File: src/include/csr_gen_cfg.svh
// CSR index generator configuration: datapath widths and request FIFO sizing

`ifndef CSR_GEN_CFG_SVH
`define CSR_GEN_CFG_SVH

// ------------------------------
// Datapath widths
// ------------------------------

// Graph index, stride and address offset
`define CSR_INDEX_W 32

// Shift amount applied to the index to form the offset
`define CSR_SHIFT_W 5

// ------------------------------
// Request FIFO
// ------------------------------

// Number of request words held
`define CSR_FIFO_DEPTH 16

// Fill level where prog_full asserts
// Must leave room for the words still in flight behind the sequencer
`define CSR_FIFO_PROG_THRESH 8

`endif

File: src/hdl/csr_gen_pkg.sv
// CSR index generator package: shared vector types and the sequencer state encoding

`default_nettype none

`include "csr_gen_cfg.svh"

package csr_gen_pkg;

    // ------------------------------
    // Datapath vectors
    // ------------------------------

    // Graph index, stride or address offset
    typedef logic [`CSR_INDEX_W-1:0] csr_index_t;

    // Left or right shift amount for the offset
    typedef logic [`CSR_SHIFT_W-1:0] csr_shift_t;

    // ------------------------------
    // Sequencer FSM
    // ------------------------------

    // RESET runs once after reset release
    // SETUP loads the counter, START lets it settle
    // The TRANS states give one cycle around a pause
    typedef enum logic [3:0] {
        RESET,
        IDLE,
        SETUP,
        START,
        BUSY,
        PAUSE_TRANS,
        PAUSE,
        BUSY_TRANS,
        DONE
    } csr_seq_state_t;

endpackage : csr_gen_pkg

`default_nettype wire

File: src/hdl/csr_config_capture.sv
// CSR config capture: latches one run configuration while the sequencer is idle

`timescale 1ns/10ps
`default_nettype none

module csr_config_capture (
    input  wire logic                   ap_clk,
    input  wire logic                   areset_engine,
    input  wire logic                   cfg_valid,
    input  wire csr_gen_pkg::csr_index_t cfg_index_start,
    input  wire csr_gen_pkg::csr_index_t cfg_index_end,
    input  wire csr_gen_pkg::csr_index_t cfg_stride,
    input  wire logic                   cfg_shift_left,
    input  wire csr_gen_pkg::csr_shift_t cfg_shift_amount,
    input  wire logic                   seq_idle,
    output logic                        cfg_loaded,
    output csr_gen_pkg::csr_index_t     index_start,
    output csr_gen_pkg::csr_index_t     index_end,
    output csr_gen_pkg::csr_index_t     stride,
    output logic                        shift_left,
    output csr_gen_pkg::csr_shift_t     shift_amount
);

    // Only one configuration per run, taken while idle
    logic accept;

    assign accept = cfg_valid & seq_idle & ~cfg_loaded;

    // ------------------------------
    // Load flag
    // ------------------------------

    // Stays up until the sequencer leaves IDLE
    always_ff @(posedge ap_clk) begin
        if (areset_engine) begin
            cfg_loaded <= 1'b0;
        end else if (accept) begin
            cfg_loaded <= 1'b1;
        end else if (!seq_idle) begin
            cfg_loaded <= 1'b0;
        end
    end

    // ------------------------------
    // Held fields
    // ------------------------------

    // Frozen for the whole run, later pulses are dropped
    always_ff @(posedge ap_clk) begin
        if (accept) begin
            index_start  <= cfg_index_start;
            index_end    <= cfg_index_end;
            stride       <= cfg_stride;
            shift_left   <= cfg_shift_left;
            shift_amount <= cfg_shift_amount;
        end
    end

endmodule : csr_config_capture

`default_nettype wire

File: src/hdl/csr_index_sequencer.sv
// CSR index sequencer: FSM and stride counter that emit one index strobe per edge

`timescale 1ns/10ps
`default_nettype none

module csr_index_sequencer (
    input  wire logic                   ap_clk,
    input  wire logic                   areset_engine,
    input  wire logic                   cfg_loaded,
    input  wire csr_gen_pkg::csr_index_t index_start,
    input  wire csr_gen_pkg::csr_index_t index_end,
    input  wire csr_gen_pkg::csr_index_t stride,
    input  wire logic                   pause,
    input  wire logic                   fifo_prog_full,
    output logic                        seq_idle,
    output logic                        index_strobe,
    output csr_gen_pkg::csr_index_t     index,
    output logic                        ready,
    output logic                        done
);

    csr_gen_pkg::csr_seq_state_t state;
    csr_gen_pkg::csr_seq_state_t next_state;

    // Stride counter, loaded in SETUP
    csr_gen_pkg::csr_index_t count;

    logic pause_reg;
    logic below_end;
    logic emit;

    // Strictly below the end, so start >= end emits nothing
    assign below_end = (count < index_end);
    assign emit      = (state == csr_gen_pkg::BUSY) & below_end;

    // Idle once ready has caught up with the state
    assign seq_idle = (state == csr_gen_pkg::IDLE) & ready;

    // ------------------------------
    // Pause sampling
    // ------------------------------
    always_ff @(posedge ap_clk) begin
        if (areset_engine) begin
            pause_reg <= 1'b0;
        end else begin
            pause_reg <= pause;
        end
    end

    // ------------------------------
    // State register and next state
    // ------------------------------
    always_ff @(posedge ap_clk) begin
        if (areset_engine) begin
            state <= csr_gen_pkg::RESET;
        end else begin
            state <= next_state;
        end
    end

    always_comb begin
        next_state = state;
        case (state)
            csr_gen_pkg::RESET: begin
                next_state = csr_gen_pkg::IDLE;
            end
            csr_gen_pkg::IDLE: begin
                if (cfg_loaded) begin
                    next_state = csr_gen_pkg::SETUP;
                end
            end
            csr_gen_pkg::SETUP: begin
                next_state = csr_gen_pkg::START;
            end
            csr_gen_pkg::START: begin
                next_state = csr_gen_pkg::BUSY;
            end
            csr_gen_pkg::BUSY: begin
                // End check wins over back-pressure
                if (!below_end) begin
                    next_state = csr_gen_pkg::DONE;
                end else if (fifo_prog_full | pause_reg) begin
                    next_state = csr_gen_pkg::PAUSE_TRANS;
                end
            end
            csr_gen_pkg::PAUSE_TRANS: begin
                next_state = csr_gen_pkg::PAUSE;
            end
            csr_gen_pkg::PAUSE: begin
                if (!fifo_prog_full && !pause_reg) begin
                    next_state = csr_gen_pkg::BUSY_TRANS;
                end
            end
            csr_gen_pkg::BUSY_TRANS: begin
                next_state = csr_gen_pkg::BUSY;
            end
            csr_gen_pkg::DONE: begin
                next_state = csr_gen_pkg::IDLE;
            end
            default: begin
                next_state = csr_gen_pkg::RESET;
            end
        endcase
    end

    // ------------------------------
    // Status levels
    // ------------------------------

    // One cycle behind the state
    always_ff @(posedge ap_clk) begin
        if (areset_engine) begin
            ready <= 1'b0;
            done  <= 1'b1;
        end else begin
            ready <= (state == csr_gen_pkg::IDLE);
            done  <= (state == csr_gen_pkg::IDLE) | (state == csr_gen_pkg::DONE) |
                     (state == csr_gen_pkg::RESET);
        end
    end

    // ------------------------------
    // Counter and index strobe
    // ------------------------------
    always_ff @(posedge ap_clk) begin
        if (areset_engine) begin
            index_strobe <= 1'b0;
        end else begin
            index_strobe <= emit;
        end
    end

    // Counter only moves on an emitted index, so a pause loses nothing
    always_ff @(posedge ap_clk) begin
        if (state == csr_gen_pkg::SETUP) begin
            count <= index_start;
        end else if (emit) begin
            count <= count + stride;
        end
        if (emit) begin
            index <= count;
        end
    end

endmodule : csr_index_sequencer

`default_nettype wire

File: src/hdl/csr_request_formatter.sv
// CSR request formatter: registers each index with its shifted address offset

`timescale 1ns/10ps
`default_nettype none

module csr_request_formatter (
    input  wire logic                   ap_clk,
    input  wire logic                   areset_engine,
    input  wire logic                   index_strobe,
    input  wire csr_gen_pkg::csr_index_t index,
    input  wire logic                   shift_left,
    input  wire csr_gen_pkg::csr_shift_t shift_amount,
    output logic                        push,
    output csr_gen_pkg::csr_index_t     push_index,
    output csr_gen_pkg::csr_index_t     push_offset
);

    csr_gen_pkg::csr_index_t offset;

    // ------------------------------
    // Offset
    // ------------------------------

    // Logical shift, zeros fill in from either side
    always_comb begin
        if (shift_left) begin
            offset = index << shift_amount;
        end else begin
            offset = index >> shift_amount;
        end
    end

    // ------------------------------
    // Output stage
    // ------------------------------
    always_ff @(posedge ap_clk) begin
        if (areset_engine) begin
            push <= 1'b0;
        end else begin
            push <= index_strobe;
        end
    end

    // Payload follows the strobe
    always_ff @(posedge ap_clk) begin
        if (index_strobe) begin
            push_index  <= index;
            push_offset <= offset;
        end
    end

endmodule : csr_request_formatter

`default_nettype wire

File: src/hdl/csr_request_fifo.sv
// CSR request FIFO: synchronous circular buffer with programmable full and read valid

`timescale 1ns/10ps
`default_nettype none

`include "csr_gen_cfg.svh"

module csr_request_fifo (
    input  wire logic                   ap_clk,
    input  wire logic                   areset_engine,
    input  wire logic                   push,
    input  wire csr_gen_pkg::csr_index_t push_index,
    input  wire csr_gen_pkg::csr_index_t push_offset,
    input  wire logic                   pop_request,
    output logic                        prog_full,
    output logic                        empty,
    output logic                        request_valid,
    output csr_gen_pkg::csr_index_t     request_index,
    output csr_gen_pkg::csr_index_t     request_offset
);

    localparam int ADDR_W  = $clog2(`CSR_FIFO_DEPTH);
    localparam int COUNT_W = ADDR_W + 1;

    csr_gen_pkg::csr_index_t mem_index  [`CSR_FIFO_DEPTH];
    csr_gen_pkg::csr_index_t mem_offset [`CSR_FIFO_DEPTH];

    logic [ADDR_W-1:0]  wr_ptr;
    logic [ADDR_W-1:0]  rd_ptr;
    logic [COUNT_W-1:0] count;
    logic               full;
    logic               wr_en;
    logic               rd_en;

    assign full      = (count == COUNT_W'(`CSR_FIFO_DEPTH));
    assign empty     = (count == '0);
    assign prog_full = (count >= COUNT_W'(`CSR_FIFO_PROG_THRESH));

    // A push into a full buffer is dropped
    assign wr_en = push & ~full;
    assign rd_en = pop_request & ~empty;

    // ------------------------------
    // Pointers and occupancy
    // ------------------------------
    always_ff @(posedge ap_clk) begin
        if (areset_engine) begin
            wr_ptr <= '0;
            rd_ptr <= '0;
            count  <= '0;
        end else begin
            if (wr_en) begin
                wr_ptr <= (wr_ptr == ADDR_W'(`CSR_FIFO_DEPTH - 1)) ? '0 : wr_ptr + 1'b1;
            end
            if (rd_en) begin
                rd_ptr <= (rd_ptr == ADDR_W'(`CSR_FIFO_DEPTH - 1)) ? '0 : rd_ptr + 1'b1;
            end
            if (wr_en && !rd_en) begin
                count <= count + 1'b1;
            end else if (rd_en && !wr_en) begin
                count <= count - 1'b1;
            end
        end
    end

    // ------------------------------
    // Storage and read port
    // ------------------------------
    always_ff @(posedge ap_clk) begin
        if (wr_en) begin
            mem_index[wr_ptr]  <= push_index;
            mem_offset[wr_ptr] <= push_offset;
        end
        if (rd_en) begin
            request_index  <= mem_index[rd_ptr];
            request_offset <= mem_offset[rd_ptr];
        end
    end

    // Valid one cycle after the pop
    always_ff @(posedge ap_clk) begin
        if (areset_engine) begin
            request_valid <= 1'b0;
        end else begin
            request_valid <= rd_en;
        end
    end

endmodule : csr_request_fifo

`default_nettype wire

File: src/hdl/csr_index_generator.sv
// CSR index generator top level wiring config capture, sequencer, formatter and request FIFO

`timescale 1ns/10ps
`default_nettype none

module csr_index_generator (
    input  wire logic                   ap_clk,
    input  wire logic                   areset_engine,
    input  wire logic                   cfg_valid,
    input  wire csr_gen_pkg::csr_index_t cfg_index_start,
    input  wire csr_gen_pkg::csr_index_t cfg_index_end,
    input  wire csr_gen_pkg::csr_index_t cfg_stride,
    input  wire logic                   cfg_shift_left,
    input  wire csr_gen_pkg::csr_shift_t cfg_shift_amount,
    input  wire logic                   pause,
    input  wire logic                   request_rd_en,
    output logic                        request_valid,
    output csr_gen_pkg::csr_index_t     request_index,
    output csr_gen_pkg::csr_index_t     request_offset,
    output logic                        ready,
    output logic                        done
);

    // ------------------------------
    // Stage wiring
    // ------------------------------

    // Held configuration
    logic                    cfg_loaded;
    csr_gen_pkg::csr_index_t index_start;
    csr_gen_pkg::csr_index_t index_end;
    csr_gen_pkg::csr_index_t stride;
    logic                    shift_left;
    csr_gen_pkg::csr_shift_t shift_amount;

    // Sequencer to formatter
    logic                    seq_idle;
    logic                    index_strobe;
    csr_gen_pkg::csr_index_t index;

    // Formatter to FIFO
    logic                    push;
    csr_gen_pkg::csr_index_t push_index;
    csr_gen_pkg::csr_index_t push_offset;

    // FIFO fill level back to the sequencer
    logic fifo_prog_full;

    csr_config_capture csr_config_capture_i (
        .ap_clk           (ap_clk),
        .areset_engine    (areset_engine),
        .cfg_valid        (cfg_valid),
        .cfg_index_start  (cfg_index_start),
        .cfg_index_end    (cfg_index_end),
        .cfg_stride       (cfg_stride),
        .cfg_shift_left   (cfg_shift_left),
        .cfg_shift_amount (cfg_shift_amount),
        .seq_idle         (seq_idle),
        .cfg_loaded       (cfg_loaded),
        .index_start      (index_start),
        .index_end        (index_end),
        .stride           (stride),
        .shift_left       (shift_left),
        .shift_amount     (shift_amount)
    );

    csr_index_sequencer csr_index_sequencer_i (
        .ap_clk         (ap_clk),
        .areset_engine  (areset_engine),
        .cfg_loaded     (cfg_loaded),
        .index_start    (index_start),
        .index_end      (index_end),
        .stride         (stride),
        .pause          (pause),
        .fifo_prog_full (fifo_prog_full),
        .seq_idle       (seq_idle),
        .index_strobe   (index_strobe),
        .index          (index),
        .ready          (ready),
        .done           (done)
    );

    csr_request_formatter csr_request_formatter_i (
        .ap_clk        (ap_clk),
        .areset_engine (areset_engine),
        .index_strobe  (index_strobe),
        .index         (index),
        .shift_left    (shift_left),
        .shift_amount  (shift_amount),
        .push          (push),
        .push_index    (push_index),
        .push_offset   (push_offset)
    );

    // Consumer read enable drives the pop directly
    csr_request_fifo csr_request_fifo_i (
        .ap_clk         (ap_clk),
        .areset_engine  (areset_engine),
        .push           (push),
        .push_index     (push_index),
        .push_offset    (push_offset),
        .pop_request    (request_rd_en),
        .prog_full      (fifo_prog_full),
        .empty          (),
        .request_valid  (request_valid),
        .request_index  (request_index),
        .request_offset (request_offset)
    );

endmodule : csr_index_generator

`default_nettype wire

File: config.mk
export PLATFORM = sky130hd
export DESIGN_NAME = csr_index_generator
export DESIGN_NICKNAME = d
export VERILOG_FILES = /design/src/hdl/csr_gen_pkg.sv /design/src/hdl/csr_config_capture.sv /design/src/hdl/csr_index_sequencer.sv /design/src/hdl/csr_request_formatter.sv /design/src/hdl/csr_request_fifo.sv /design/src/hdl/csr_index_generator.sv
export VERILOG_INCLUDE_DIRS = /design/src /design/src/include
export SDC_FILE = /design/constraint.sdc
export NUM_CORES = 2
export LEC_CHECK = 0
export ABC_AREA = 0
export BUFFER_PORTS_ARGS = -buffer_cell sky130_fd_sc_hd__buf_2
export CORE_AREA = 2 2 300 302
export DETAILED_ROUTE_END_ITERATION = 12
export DIE_AREA = 0 0 302 304
export GPL_TIMING_DRIVEN = 0
export PLACE_DENSITY = 0.84
export SYNTH_ARGS = -nofsm -noshare
export SYNTH_HDL_FRONTEND = slang
export SYNTH_SLANG_ARGS = --single-unit
File: constraint.sdc
create_clock -name ap_clk -period 8.1 [get_ports ap_clk]
set_input_delay 0.81 -clock ap_clk [delete_from_list [all_inputs] [get_ports ap_clk]]
set_output_delay 0.81 -clock ap_clk [all_outputs]
set_load 0.02 [all_outputs]
==> metrics.cfg <==
[die]
fp.dieH_um = 304
ios = 174
coreArea_um2 = 89050
die_w_um = 302
start_util_pct = 61.03
design.die.area_um2 = 91810
core.rowCount = 110

[place]
place.port_buffers = 173
place.gp.congestion = 0.9482
dpl_worst_slack_ns = 4.451
dp_hpwl_mm = 97.39

[sta]
layout_setup_ws_ns = 4.164
finalSetupViolations = 0
worst_clock_skew_ns = 0.02615
hold_viol = 0
slew_violations = 13
min_period_over_period_pct = 48.59
max_freq_ghz = 0.2541
rsz0062_at_grt = false
worst_pin_slew_ns = 1.546
min_period_ns = 3.936
slew-limit-headroom_pct = -3.033

[power_and_ir_drop]
p_leak_nw = 20.26
power_mw = 17.15
ir_drop_mv = 0.2089
cellPowerDensity_nw_per_um2 = 275.4

[synthesis]
synth.area.top_cells = edfxtp_1 73%, mux4_2 15%, ha_1 1.6%
seq_area_frac_synth_pct = 73.71
ys_types = 69
netlist_instances = 2677
yosysMostFrequentCell = edfxtp_1
synth_warnings = 0
synth_top_area_share_pct = 72.82
synth_area_per_cell_um2 = 20.30
synth_area_leader_cell = edfxtp_1
synth_edf_count = 1318
synth_common_cells = 1318 x edfxtp_1, 371 x mux4_2, 126 x nor2_1
ys_seq_elements = 1342
synthArstFlopShare_pct = 0
syn-num-nets = 2857
syn_area_um2 = 54350
yosys_most_used_dff = edfxtp_1

[clocking]
cts_buffers = 130
clk_pin_slew_ns = 0.07
hold_buffers = 0
cts_root_buffer = clkbuf_16
h-tree-depth = 4
tritoncts = built
worstSkewPairLatency_ns = 0.76
clock_sinks = 1342
cts_buffer_depth = 3
cts_resized = 0
cts_setup_buffers = 0

[critical_path]
worstRegToRegCells = 5
crit_path_frequent_cell = clkbuf_1
crit_chain = clkbuf_1 > clkbuf_1 > clkbuf_1 > mux4_2 > mux4_2
cp-start-kind = flop
cp-end-kind = flop
worstReg2RegStart = csr_request_fifo_i.rd_ptr[1]
path_delay_family = buffers and inverters
arrival_ns = 4.41
cp_slowest_stage_delay_ns = 0.82
crit_fanout = 10
critPathKind = flop to flop
required_ns = 8.57
cp_num_buf_inv = 3
crit_start = csr_request_fifo_i.rd_ptr[1]
endpoint = csr_request_fifo_i.request_offset[5]
r2r_setup_slack_ns = 4.16
cpMaxStageDelayCell = clkbuf_1
crit_cells = 5
regToRegEndpoint = csr_request_fifo_i.request_offset[5]

[status]
violations = capacitance limit, slew limit
outcome = finished with violations

[cells_and_area]
register_area_um2 = 40060
area_growth_pct = 14.55
reg_top3 = csr_request_fifo_i.mem_index (512), csr_request_fifo_i.mem_offset (512)
nNetsFinal = 3235
drive_gt1_share_pct = 28.01
multi_input_area_um2 = 13620
num-fill-cells = 5075

[global_routing]
grt_pass1_wl_mm = 220.8
grt_max_degree = 83
gr-usage-all-layers_pct = 34.36
overflow = 0
antenna_found_initial = 4
grt_pass1_vias = 30970

[routing]
first_pass_iters = 6
wl_met3_mm = 17.17
wl_per_cell_um = 35.46
top_layer = met5
final_antenna_net_count = 0
drc = 0
wl_met2_mm = 76.56
drt-total-wl_mm = 153.7
drt_iter0_drc = 4575
vias_per_cell = 6.972
met1Wirelength_mm = 51.10
vias = 30220

[job]
drv_cap = 1

[min_path]
min_path_type = input port to flop
worstHoldStart = cfg_index_end[9]

[cell usage in the layout, fill, tap and decap left out, drive strengths merged, types with 13 or more instances in the layout]
cell type and count:
mux4 371, clkbuf 246, o21ai 78, inv 62, clkinv 46, nand2 82, ha 71, a21o 34
nand3 16, xnor2 13, nor2 126, xor2 17, edfxtp 1318, buf 304, mux2i 66, nand2b 13
nor3 19, a21oi 88, dfxtp 24
[layout make-up]
cell class | instances | area share (%)
sequential | 1342 | 64.35
multi-input combinational | 1144 | 21.87
clock buffer | 168 | 5.740
timing repair buffer | 246 | 3.406
tap | 1176 | 2.363
buffer | 136 | 0.9607
clock inverter | 62 | 0.9506
inverter | 55 | 0.3356
antenna | 5 | 0.02010
[logic make-up (layout without fill, tap and decap cells)]
group,Yosys count,after routing,share of synthesized area (%)
flops,1342,1342,73.71
compound gates,282,282,3.253
fa+ha+maj,73,73,1.708
simple gates,316,316,2.652
buf+inv,191,667,1.480
mux,443,443,16.71
other cells,0,5,0
xor+xnor,30,30,0.4835
[report_power, final]
part,switching (mW),internal (mW)
Sequential,0.141,7.86
Clock,2.64,3.39
Combinational,1.73,1.39
[how the worst min path moves through the flow]
stage                                             end  slack (ns)  cells past startpoint
detailed placement    csr_config_capture_i.cfg_loaded        0.46                      1
global route        csr_config_capture_i.index_end[9]        0.19                      1
CTS                 csr_config_capture_i.index_end[9]        0.18                      1
global placement      csr_config_capture_i.cfg_loaded        0.45                      1
finish              csr_config_capture_i.index_end[9]        0.22                      1
floorplan              csr_index_sequencer_i.index[0]        0.44                      0
[through the flow]
stage          util, %  TNS (ns)  hold WS [ns]  std cells  area (µm²)
2_1_floorplan        -         0        0.4450       2677       54350
3_3_place_gp     63.66   -860.56        0.4539       4026       56680
3_5_place_dp     65.22         0        0.4626       4099       58080
4_1_cts          69.90         0        0.1796       4329       62240
5_1_grt          69.90         0        0.1934       4329       62240
6_report         69.91         0        0.2194       4334       62260
[per-layer routing]
| layer | global-route usage (%) | vias up |
|---|---|---|
| met2 | 55.91 | 2511 |
| met4 | 17.30 | 6 |
| met5 | 0 | - |
| li1 | - | 11830 |
| met3 | 8.160 | 523 |
| met1 | 43.71 | 15350 |
(Power assumes the default switching activity.)
